[src/logic/bp_macros.svh]
// predictor sizes; index and tag bits must fit in the pc above the two byte-offset bits
`ifndef BP_MACROS_SVH
`define BP_MACROS_SVH

// address width
`define BP_XLEN 32

// byte offset below the index, word aligned pcs only
`define BP_OFFSET_BITS 2

// pc index bits, 16 entries per table
`define BP_INDEX_BITS 4

// local history length per entry
`define BP_HIST_BITS 2

// tag bits taken just above the index
`define BP_TAG_BITS 6

`endif

[src/logic/bp_pkg.sv]
// shared types for the predictor; field widths follow bp_macros.svh and pcs are word aligned
`include "bp_macros.svh"

package bp_pkg;

    // full byte address
    typedef logic [`BP_XLEN-1:0] pc_t;

    // word address as stored in the btb
    typedef logic [`BP_XLEN-`BP_OFFSET_BITS-1:0] word_t;

    // table index taken from the pc
    typedef logic [`BP_INDEX_BITS-1:0] index_t;

    // newest outcome sits in bit 0
    typedef logic [`BP_HIST_BITS-1:0] hist_t;

    // btb tag
    typedef logic [`BP_TAG_BITS-1:0] tag_t;

    // pattern table index is pc index then history
    typedef logic [`BP_INDEX_BITS+`BP_HIST_BITS-1:0] ctr_index_t;

    // two-bit saturating counter states
    typedef enum logic [1:0] {
        nt_strong = 2'b00,
        nt_weak   = 2'b01,
        t_weak    = 2'b10,
        t_strong  = 2'b11
    } ctr_state_t;

    // 38 bit btb entry
    typedef struct packed {
        logic  valid;
        logic  uncond;
        tag_t  tag;
        word_t target;
    } btb_entry_t;

    function automatic index_t pc_index(pc_t pc);
        return pc[`BP_OFFSET_BITS +: `BP_INDEX_BITS];
    endfunction

    function automatic tag_t pc_tag(pc_t pc);
        return pc[`BP_OFFSET_BITS+`BP_INDEX_BITS +: `BP_TAG_BITS];
    endfunction

    function automatic word_t pc_word(pc_t pc);
        return pc[`BP_XLEN-1:`BP_OFFSET_BITS];
    endfunction

endpackage

[src/logic/bp_update_if.sv]
// one resolved branch per cycle from execute; no back-pressure, every valid cycle is taken
`timescale 1ns/1ps

interface bp_update_if
    import bp_pkg::*;
();

    // update strobe
    logic valid;
    // branch was conditional
    logic cond;
    // branch pc
    pc_t  pc;
    // resolved direction
    logic taken;
    // resolved target
    pc_t  target;

    // driven from the top level ports
    modport source (output valid, output cond, output pc, output taken, output target);

    // read by the history, counter and target units
    modport sink (input valid, input cond, input pc, input taken, input target);

endinterface

[src/logic/pred_table.sv]
// direct-mapped table; depth is 2 to the width of index_t, reads are combinational
`timescale 1ns/1ps

module pred_table #(
    parameter type    entry_t     = logic,
    parameter type    index_t     = logic,
    parameter entry_t reset_value = '0
) (
    input  logic   clock,
    input  logic   reset,
    // fetch side lookup
    input  index_t read_index,
    output entry_t read_entry,
    // execute side read of the entry being updated
    input  index_t update_index,
    output entry_t update_entry,
    // single write port
    input  logic   write,
    input  index_t write_index,
    input  entry_t write_entry
);

    localparam int depth = 2 ** $bits(index_t);

    entry_t entries [depth];

    //////////////////////////////
    // read ports
    //////////////////////////////

    // lookup sees the state from before this cycle's write
    assign read_entry   = entries[read_index];
    assign update_entry = entries[update_index];

    //////////////////////////////
    // write port
    //////////////////////////////

    always_ff @(posedge clock) begin
        if (reset) begin
            // every entry back to the table's own reset value
            for (int i = 0; i < depth; i++) begin
                entries[i] <= reset_value;
            end
        end else if (write) begin
            entries[write_index] <= write_entry;
        end
    end

endmodule

[src/logic/history_unit.sv]
// local history per pc index, no tag check; only conditional branches shift in an outcome
`timescale 1ns/1ps

module history_unit
    import bp_pkg::*;
(
    input  logic             clock,
    input  logic             reset,
    input  pc_t              lookup_pc,
    bp_update_if.sink        update,
    output hist_t            lookup_hist,
    output hist_t            update_hist
);

    index_t lookup_index;
    index_t update_index;
    logic   shift;
    hist_t  shifted_hist;

    //////////////////////////////
    // index and shift
    //////////////////////////////

    assign lookup_index = pc_index(lookup_pc);
    assign update_index = pc_index(update.pc);

    // unconditional branches leave the history alone
    assign shift = update.valid && update.cond;

    // drop the oldest bit, newest outcome lands in bit 0
    assign shifted_hist = hist_t'({update_hist, update.taken});

    //////////////////////////////
    // history table
    //////////////////////////////

    // update read doubles as the counter index history
    pred_table #(
        .entry_t     (hist_t),
        .index_t     (index_t),
        .reset_value ('0)
    ) u_hist_table (
        .clock        (clock),
        .reset        (reset),
        .read_index   (lookup_index),
        .read_entry   (lookup_hist),
        .update_index (update_index),
        .update_entry (update_hist),
        .write        (shift),
        .write_index  (update_index),
        .write_entry  (shifted_hist)
    );

endmodule

[src/logic/counter_unit.sv]
// pattern table of two-bit counters; update_hist must be the pre-shift history of update.pc
`timescale 1ns/1ps

module counter_unit
    import bp_pkg::*;
(
    input  logic             clock,
    input  logic             reset,
    input  pc_t              lookup_pc,
    input  hist_t            lookup_hist,
    input  hist_t            update_hist,
    bp_update_if.sink        update,
    output logic             counter_taken
);

    ctr_index_t lookup_index;
    ctr_index_t update_index;
    ctr_state_t lookup_state;
    ctr_state_t update_state;
    ctr_state_t next_state;
    logic       train;

    //////////////////////////////
    // indexing
    //////////////////////////////

    // pc index in the high bits, local history in the low bits
    assign lookup_index = {pc_index(lookup_pc), lookup_hist};
    assign update_index = {pc_index(update.pc), update_hist};

    // only conditional branches train
    assign train = update.valid && update.cond;

    //////////////////////////////
    // state transition
    //////////////////////////////

    always_comb begin
        case (update_state)
            nt_strong: begin
                next_state = update.taken ? nt_weak : nt_strong;
            end
            nt_weak: begin
                // one taken outcome jumps straight to strong
                next_state = update.taken ? t_strong : nt_strong;
            end
            t_weak: begin
                next_state = update.taken ? t_strong : nt_strong;
            end
            t_strong: begin
                next_state = update.taken ? t_strong : t_weak;
            end
        endcase
    end

    //////////////////////////////
    // counter table
    //////////////////////////////

    // every counter starts weakly not taken
    pred_table #(
        .entry_t     (ctr_state_t),
        .index_t     (ctr_index_t),
        .reset_value (nt_weak)
    ) u_ctr_table (
        .clock        (clock),
        .reset        (reset),
        .read_index   (lookup_index),
        .read_entry   (lookup_state),
        .update_index (update_index),
        .update_entry (update_state),
        .write        (train),
        .write_index  (update_index),
        .write_entry  (next_state)
    );

    // upper half of the counter range predicts taken
    assign counter_taken = (lookup_state == t_weak) || (lookup_state == t_strong);

endmodule

[src/logic/target_unit.sv]
// direct-mapped btb with full word targets; a later branch at the same index evicts the entry
`timescale 1ns/1ps

module target_unit
    import bp_pkg::*;
(
    input  logic             clock,
    input  logic             reset,
    input  pc_t              lookup_pc,
    bp_update_if.sink        update,
    output logic             hit,
    output logic             uncond,
    output pc_t              target
);

    index_t     lookup_index;
    index_t     write_index;
    btb_entry_t lookup_entry;
    btb_entry_t new_entry;

    //////////////////////////////
    // write side
    //////////////////////////////

    assign lookup_index = pc_index(lookup_pc);
    assign write_index  = pc_index(update.pc);

    // any resolved branch allocates, conditional or not
    always_comb begin
        new_entry.valid  = 1'b1;
        new_entry.uncond = !update.cond;
        new_entry.tag    = pc_tag(update.pc);
        new_entry.target = pc_word(update.target);
    end

    //////////////////////////////
    // entry storage
    //////////////////////////////

    // reset clears the valid bits along with everything else
    pred_table #(
        .entry_t     (btb_entry_t),
        .index_t     (index_t),
        .reset_value ('0)
    ) u_btb_table (
        .clock        (clock),
        .reset        (reset),
        .read_index   (lookup_index),
        .read_entry   (lookup_entry),
        .update_index (write_index),
        .update_entry (),
        .write        (update.valid),
        .write_index  (write_index),
        .write_entry  (new_entry)
    );

    //////////////////////////////
    // lookup result
    //////////////////////////////

    // aliased pcs with another tag miss
    assign hit    = lookup_entry.valid && (lookup_entry.tag == pc_tag(lookup_pc));
    assign uncond = lookup_entry.uncond;

    // rebuild byte address from the stored word
    assign target = {lookup_entry.target, 2'b00};

endmodule

[src/logic/branch_predictor.sv]
// single-issue predictor; lookup is combinational, an update shows from the next cycle on
`timescale 1ns/1ps

module branch_predictor
    import bp_pkg::*;
(
    input  logic clock,
    input  logic reset,
    // fetch side
    input  pc_t  lookup_pc,
    // resolved branch from execute
    input  logic update_valid,
    input  logic update_cond,
    input  pc_t  update_pc,
    input  logic update_taken,
    input  pc_t  update_target,
    // prediction
    output logic predict_hit,
    output logic predict_taken,
    output pc_t  next_pc
);

    hist_t lookup_hist;
    hist_t update_hist;
    logic  counter_taken;
    logic  target_hit;
    logic  target_uncond;
    pc_t   target_pc;
    pc_t   fall_through;

    //////////////////////////////
    // update bundle
    //////////////////////////////

    bp_update_if u_update ();

    // plain ports fan out to the three units
    assign u_update.valid  = update_valid;
    assign u_update.cond   = update_cond;
    assign u_update.pc     = update_pc;
    assign u_update.taken  = update_taken;
    assign u_update.target = update_target;

    //////////////////////////////
    // units
    //////////////////////////////

    history_unit u_history (
        .clock       (clock),
        .reset       (reset),
        .lookup_pc   (lookup_pc),
        .update      (u_update),
        .lookup_hist (lookup_hist),
        .update_hist (update_hist)
    );

    // counter trains under the history from before the shift
    counter_unit u_counter (
        .clock         (clock),
        .reset         (reset),
        .lookup_pc     (lookup_pc),
        .lookup_hist   (lookup_hist),
        .update_hist   (update_hist),
        .update        (u_update),
        .counter_taken (counter_taken)
    );

    target_unit u_target (
        .clock     (clock),
        .reset     (reset),
        .lookup_pc (lookup_pc),
        .update    (u_update),
        .hit       (target_hit),
        .uncond    (target_uncond),
        .target    (target_pc)
    );

    //////////////////////////////
    // prediction
    //////////////////////////////

    assign predict_hit = target_hit;

    // no target means no redirect, whatever the counter says
    assign predict_taken = target_hit && (target_uncond || counter_taken);

    assign fall_through = lookup_pc + pc_t'(4);

    // next fetch address
    assign next_pc = predict_taken ? target_pc : fall_through;

endmodule

[config.mk]
export PLATFORM = sky130hd
export DESIGN_NAME = branch_predictor
export DESIGN_NICKNAME = d
export VERILOG_FILES = /design/src/logic/bp_pkg.sv /design/src/logic/bp_update_if.sv /design/src/logic/pred_table.sv /design/src/logic/history_unit.sv /design/src/logic/counter_unit.sv /design/src/logic/target_unit.sv /design/src/logic/branch_predictor.sv
export VERILOG_INCLUDE_DIRS = /design/src /design/src/logic
export SDC_FILE = /design/constraint.sdc
export NUM_CORES = 1
export LEC_CHECK = 0
export BUFFER_PORTS_ARGS = -buffer_cell sky130_fd_sc_hd__clkbuf_2
export CAP_MARGIN = 0
export CORE_MARGIN = 1
export CORE_UTILIZATION = 51
export CTS_BUF_LIST = sky130_fd_sc_hd__clkbuf_8
export CTS_CLUSTER_DIAMETER = 40
export CTS_CLUSTER_SIZE = 40
export DETAILED_ROUTE_END_ITERATION = 10
export GPL_ROUTABILITY_DRIVEN = 1
export PLACE_DENSITY = 0.68
export SLEW_MARGIN = 40
export SYNTH_ARGS = -nofsm -noshare
export SYNTH_HDL_FRONTEND = slang
export SYNTH_SLANG_ARGS = --single-unit
[constraint.sdc]
create_clock -name clock -period 13.39 [get_ports clock]
set_input_delay 2.678 -clock clock [delete_from_list [all_inputs] [get_ports clock]]
set_output_delay 2.678 -clock clock [all_outputs]
set_load 0.02 [all_outputs]
==> results_dict.tcl, run 1 <==
set metrics [dict create \
    start_kind "primary input" \
    finClkSkew_ns 0.0243 \
    grt_pass1_vias 23068 \
    reg2reg_to "u_counter.u_ctr_table.entries[33][1]" \
    area_growth_pct 10.2 \
    fin_crit_ns 10.18 \
    critPathMaxFanout 53 \
    post-route-drc-count 0 \
    required_ns 10.71 \
    yosys_register_bits 768 \
    grt_overflow 0 \
    leakage_nw 15.3 \
    syn_area_um2 36800 \
    powerDensity_nw_per_um2 132 \
    synth.distinct_cells 58 \
    grt.total_usage_pct 27.5 \
    antenna_left 0 \
    die_h_um 271 \
    ys_seq_area_share_pct 62.3 \
    setup_viol 0 \
    r2r_cells 14 \
    drv_slew 0 \
    viasPerCell 6.53 \
    synth_ff_type "edfxtp_1" \
    start_util_pct 51.5 \
    whs_endpoint "u_target.u_btb_table.entries[0][37]" \
    tightest_slew_ns 0.883 \
    worst-endpoint-arrival_ns 7.50 \
    io_buffers 110 \
    clk_root_buffer_cell "clkbuf_8" \
    grt_max_degree 125 \
    post_cts_buffers 0 \
    hp-start "u_target.u_btb_table.entries[0][37]" \
    final_layout_size_suffix_gt1_share_pct 24.2 \
    die_width_um 271 \
    ir_drop_mv 0.0824 \
    avgSynthCellArea_um2 14.3 \
    cts_buffer_depth 3 \
    drt-pass1-iter-count 6 \
    io_pins 135 \
    ctsResizeCount 0 \
    fmax_mhz 98.2 \
    clk_latency_ns 0.76 \
    fin_nets 2659 \
    grt_pass1_wl_um 148000 \
    htree_levels 3 \
    cts_tree "done" \
    numCtsBuffers 105 \
    cts.clk_slew.worst_paths_ns 0.07 \
    relSlewSlack_pct 41.1 \
    hpwl_um 54800 \
    rsz0062_at_grt "false" \
    cts_num_sinks 768 \
    syn_inst 2569 \
    final_cell_mix "edfxtp_1 (752), and3_1 (512), mux4_2 (211)" \
    syn_nets 2673 \
    wire_per_inst_um 28.1 \
    synth_edf_count 752 \
    status "complete, no violations" \
    final_cell_count_no_fill 3595 \
    async_reset_ff_share_pct 0 \
    hp-class "flip-flop to flip-flop" \
    dieArea_um2 73200 \
    min_period_over_period_pct 76.0 \
    routed_wl_um 101000 \
    worstHoldPathCells 2 \
    vias 23459 \
    grt_antenna_before_repair 8 \
    layout_commonest_cell "edfxtp_1" \
    hold_violations 0 \
    drt_iter0_drc 3158 \
    r2r-start "u_history.u_hist_table.entries[6][0]" \
    gp_congestion 0.902 \
    rows 98 \
    r2r_slack_ns 7.80 \
    yosys_warnings 0 \
    dp_cells 3397 \
    core_area_um2 71400 \
    cap_violations 0 \
    cts_hold_buffers 0 \
    crit_type "primary input to output pin" \
    endpoint_kind "output pin" \
    fin_setup_tns_ns 0 \
]
-- cells in the mapped netlist (all sizes together), types with 5 or more instances --
cell	instances	share of area [%]
a211oi	8	0.16
a21oi	10	0.14
a22o	10	0.24
a22oi	7	0.14
and2	80	1.4
and3	513	8.7
buf	38	0.64
clkbuf	242	2.5
dfxtp	16	0.87
edfxtp	752	61
inv	9	0.092
mux2	46	1.7
mux2i	46	1.3
mux4	211	13
nand2	155	1.6
nand2b	8	0.14
nand3	21	0.29
nand4	5	0.085
nor2	143	1.5
nor2b	13	0.22
nor3	23	0.31
nor4	5	0.10
o21ai	103	1.4
o22ai	19	0.32
or3	6	0.10
xnor2	25	0.60
xor2	9	0.21
-- how the worst max path moves through the flow --
stage                  from         end  cells after the start
6_report       lookup_pc[2]  next_pc[4]                     11
5_1_grt        lookup_pc[2]  next_pc[4]                     11
4_1_cts        lookup_pc[2]  next_pc[4]                     11
3_5_place_dp   lookup_pc[2]  next_pc[4]                     11
3_3_place_gp   lookup_pc[2]  next_pc[4]                     11
2_1_floorplan  lookup_pc[3]  next_pc[2]                     11
-- logic make-up after synthesis --
kind of cell,Yosys count,share of synthesized area [%]
adder cells (fa/ha/maj),3,0.102
flip-flops,768,62.3
AND/OR/NAND/NOR,981,14.6
AO/OA/AOI/OAI,191,3.20
buffers and inverters,289,3.20
multiplexers,303,15.8
XOR/XNOR,34,0.810
-- sequential cells by signal (all words and copies together) (netlist names) --
signal                          flops
u_history.u_hist_table.entries     32
u_target.u_btb_table.entries      608
u_counter.u_ctr_table.entries     128
-- critical path, cell delays in order --
cell and delay, ns:
buf_8 0.45, buf_4 0.72, mux4_2 0.59, mux4_2 0.53
xnor2_1 0.18, nand4_1 0.19, nor4_2 0.58, o311a_2 0.28
buf_4 0.59, mux2_2 0.48, clkbuf_2 0.18
-- cell type report --
cell class                 count  area [µm²]
antenna                        1        2.50
multi-input combinational   1512       13000
clock inverter                91         933
tap                          950        1190
sequential                   768       22900
inverter                       9        36.3
timing repair buffer         159        1060
clock buffer                 105        1450
fill                        5648       30800
-- where the power goes --
| group | switching (mW) | leakage (nW) | total [mW] | internal, mW |
|---|---|---|---|---|
| combinational | 0.349 | 6.83 | 0.549 | 0.200 |
| sequential | 0.0341 | 7.24 | 2.79 | 2.75 |
| clock | 0.992 | 1.19 | 2.02 | 1.03 |
| total | 1.38 | 15.3 | 5.36 | 3.98 |
-- routing by layer --
| layer | share of wire, % | up-vias | global-route usage [%] |
|---|---|---|---|
| li1 | - | 9907 | - |
| met3 | 11 | 191 | 6.03 |
| met4 | 2.6 | 12 | 8.62 |
| met1 | 39 | 11970 | 38.4 |
| met5 | 0.079 | - | 0 |
| met2 | 48 | 1379 | 43.1 |
-- stage by stage --
stage	util, %	setup slack (ns)	power [mW]	hold WS (ns)	area, µm²
final	56.8	3.21	5.36	0.457	40500
after global routing	56.8	3.06	5.50	0.492	40500
after CTS	56.7	3.25	5.36	0.458	40500
after detailed placement	53.4	3.26	3.38	0.443	38100
after global placement	53.2	3.34	3.36	0.436	38000
after floorplan	-	4.81	3.18	0.425	36800
(Power assumes the default switching activity.)
==> run 2, diff against run 1 <==
- PLACE_DENSITY: 0.68 -> 0.7
- clock period: 13.39 -> 8.2 ns (I/O delays scaled with it)
==> run 2 against run 1 <==
Net effect:
- hold slack improved by 0.0045 ns
- sequential cell count did not move
- clock skew rose by 0.040 ns
- final cell count rose by 0.39%
- routed wire length rose by 1.1%
- power rose by 64%
- critical path depth rose by 1
- register-to-register slack got worse by 5.1 ns
- largest cell class unchanged
==> results_dict.tcl, run 2 (synthesis gave the netlist of run 1 again) <==
set metrics [dict create \
    reg_top3 "u_target.u_btb_table.entries x608, u_counter.u_ctr_table.entries x128, u_history.u_hist_table.entries x32" \
    min_period_over_period_pct 89.7 \
    required_ns 6.56 \
    reg2reg_to "u_counter.u_ctr_table.entries[38][1]" \
    setup_viol 0 \
    grt_max_degree 127 \
    timing.hold.ws_ns 0.461 \
    dieArea_um2 73200 \
    io_pins 135 \
    fin_nets 2671 \
    die_h_um 271 \
    viasPerCell 6.56 \
    relSlewSlack_pct 40.7 \
    grt_pass1_wl_um 151000 \
    crit_path_start "lookup_pc[5]" \
    top_register "u_target.u_btb_table.entries" \
    grt_antenna_before_repair 8 \
    worst-endpoint-arrival_ns 5.72 \
    clk_latency_ns 0.74 \
    cts_num_sinks 768 \
    htree_levels 3 \
    hp-start "u_target.u_btb_table.entries[0][37]" \
    r2r_cells 12 \
    nFillCells 5583 \
    grt.total_usage_pct 27.9 \
    drt-pass1-iter-count 7 \
    rsz0062_at_grt "false" \
    cp_cell_sequence "clkbuf_2 > clkinv_2 > nand3_1 > nand2_2 > mux2_2 > a221o_1 > a2bb2oi_1 > nand4_1 > o311a_2 > buf_12 > mux2_4 > clkbuf_2" \
    cts.clk_slew.worst_paths_ns 0.08 \
    fin_crit_ns 7.36 \
    drv_slew 0 \
    dp_cells 3410 \
    routed_wl_um 102000 \
    powerDensity_nw_per_um2 216 \
    cts_buffer_depth 3 \
    clk_root_buffer_cell "clkbuf_8" \
    io_buffers 110 \
    start_kind "primary input" \
    hp-class "flip-flop to flip-flop" \
    cts_tree "done" \
    rows 98 \
    ctsResizeCount 0 \
    vias 23664 \
    finClkSkew_ns 0.0642 \
    final_cell_mix "edfxtp_1 (752), and3_1 (512), mux4_2 (211)" \
    final_cell_count_no_fill 3609 \
    hold_violations 0 \
    antenna_left 0 \
    drt_iter0_drc 3219 \
    status "complete, no violations" \
    ir_drop_mv 0.159 \
    r2r-start "u_history.u_hist_table.entries[10][0]" \
    critPathMaxFanout 33 \
    grt_pass1_vias 23621 \
    final_layout_size_suffix_gt1_share_pct 24.7 \
    start_util_pct 51.5 \
    numCtsBuffers 104 \
    post-route-drc-count 0 \
    fin_setup_tns_ns 0 \
    wire_per_inst_um 28.3 \
    final-seq-area_um2 22900 \
    multiInputGateArea_um2 12900 \
    core_area_um2 71400 \
    area_growth_pct 10.6 \
    endpoint "next_pc[19]" \
    slowest_stage "clkinv_2" \
    tightest_slew_ns 0.889 \
    leakage_nw 15.3 \
    cap_violations 0 \
    grt_overflow 0 \
    post_cts_buffers 0 \
    crit_path_frequent_cell "clkbuf_2" \
    fmax_mhz 136 \
    crit_type "primary input to output pin" \
    hpwl_um 54900 \
    largest_reg_flops 608 \
    layout_commonest_cell "edfxtp_1" \
    r2r_slack_ns 2.73 \
    cts_hold_buffers 0 \
    die_width_um 271 \
    cpPeakStageDelay_ns 0.55 \
    endpoint_kind "output pin" \
    post-place-ws_ns 0.899 \
    gp_congestion 0.915 \
    setup_ws_ns 0.841 \
]
[run 2: changes by cell type in the layout (fill, tap and decap cells not counted), sizes merged]
cell,delta
buf,+13
clkinv,-11
inv,+11
diode,+4
bufinv,-2
clkinvlp,-1
[run 2: layout make-up]
| class | instances | area share (%) |
|---|---|---|
| tap | 950 | 2.92 |
| multi-input combinational | 1512 | 31.8 |
| antenna | 5 | 0.0308 |
| sequential | 768 | 56.3 |
| timing repair buffer | 172 | 2.95 |
| clock inverter | 88 | 2.31 |
| clock buffer | 105 | 3.55 |
| inverter | 9 | 0.0892 |
[run 2: worst min-delay path by stage]
stage,cells past startpoint,end
global placement,1,u_target.u_btb_table.entries[10][37]
CTS,2,u_target.u_btb_table.entries[0][37]
floorplan,1,u_target.u_btb_table.entries[11][37]
detailed placement,1,u_target.u_btb_table.entries[10][37]
global route,2,u_target.u_btb_table.entries[14][37]
finish,2,u_target.u_btb_table.entries[0][37]
[run 2: routing by layer]
| metal | up-vias | track usage (%) | wire length [µm] |
|---|---|---|---|
| met3 | 247 | 6.12 | 11500 |
| li1 | 9939 | - | - |
| met1 | 11999 | 39.0 | 39900 |
| met2 | 1471 | 43.5 | 47600 |
| met5 | - | 0 | 53 |
| met4 | 8 | 9.47 | 3120 |
[run 2: power breakdown]
| group | total, mW | switching (mW) | internal [mW] | leakage [nW] |
|---|---|---|---|---|
| logic | 0.909 | 0.578 | 0.332 | 6.90 |
| registers | 4.55 | 0.0579 | 4.50 | 7.24 |
| clock network | 3.31 | 1.67 | 1.64 | 1.20 |
| total | 8.78 | 2.30 | 6.47 | 15.3 |
[run 2: critical path, delay by kind of cell]
family	cells	cell delay (ns)
buffers and inverters	4	1.21
and+or+nand+nor	3	1.15
muxes	2	0.84
AOI/OAI and AO/OA	3	0.77
[run 2: through the flow]
stage          power, mW  cell area, µm²  util [%]
6_report            8.78           40700      57.0
5_1_grt             9.02           40700      57.0
4_1_cts             8.79           40600      56.9
3_5_place_dp        5.53           38200      53.5
3_3_place_gp        5.49           38100      53.3
2_1_floorplan       5.20           36800         -
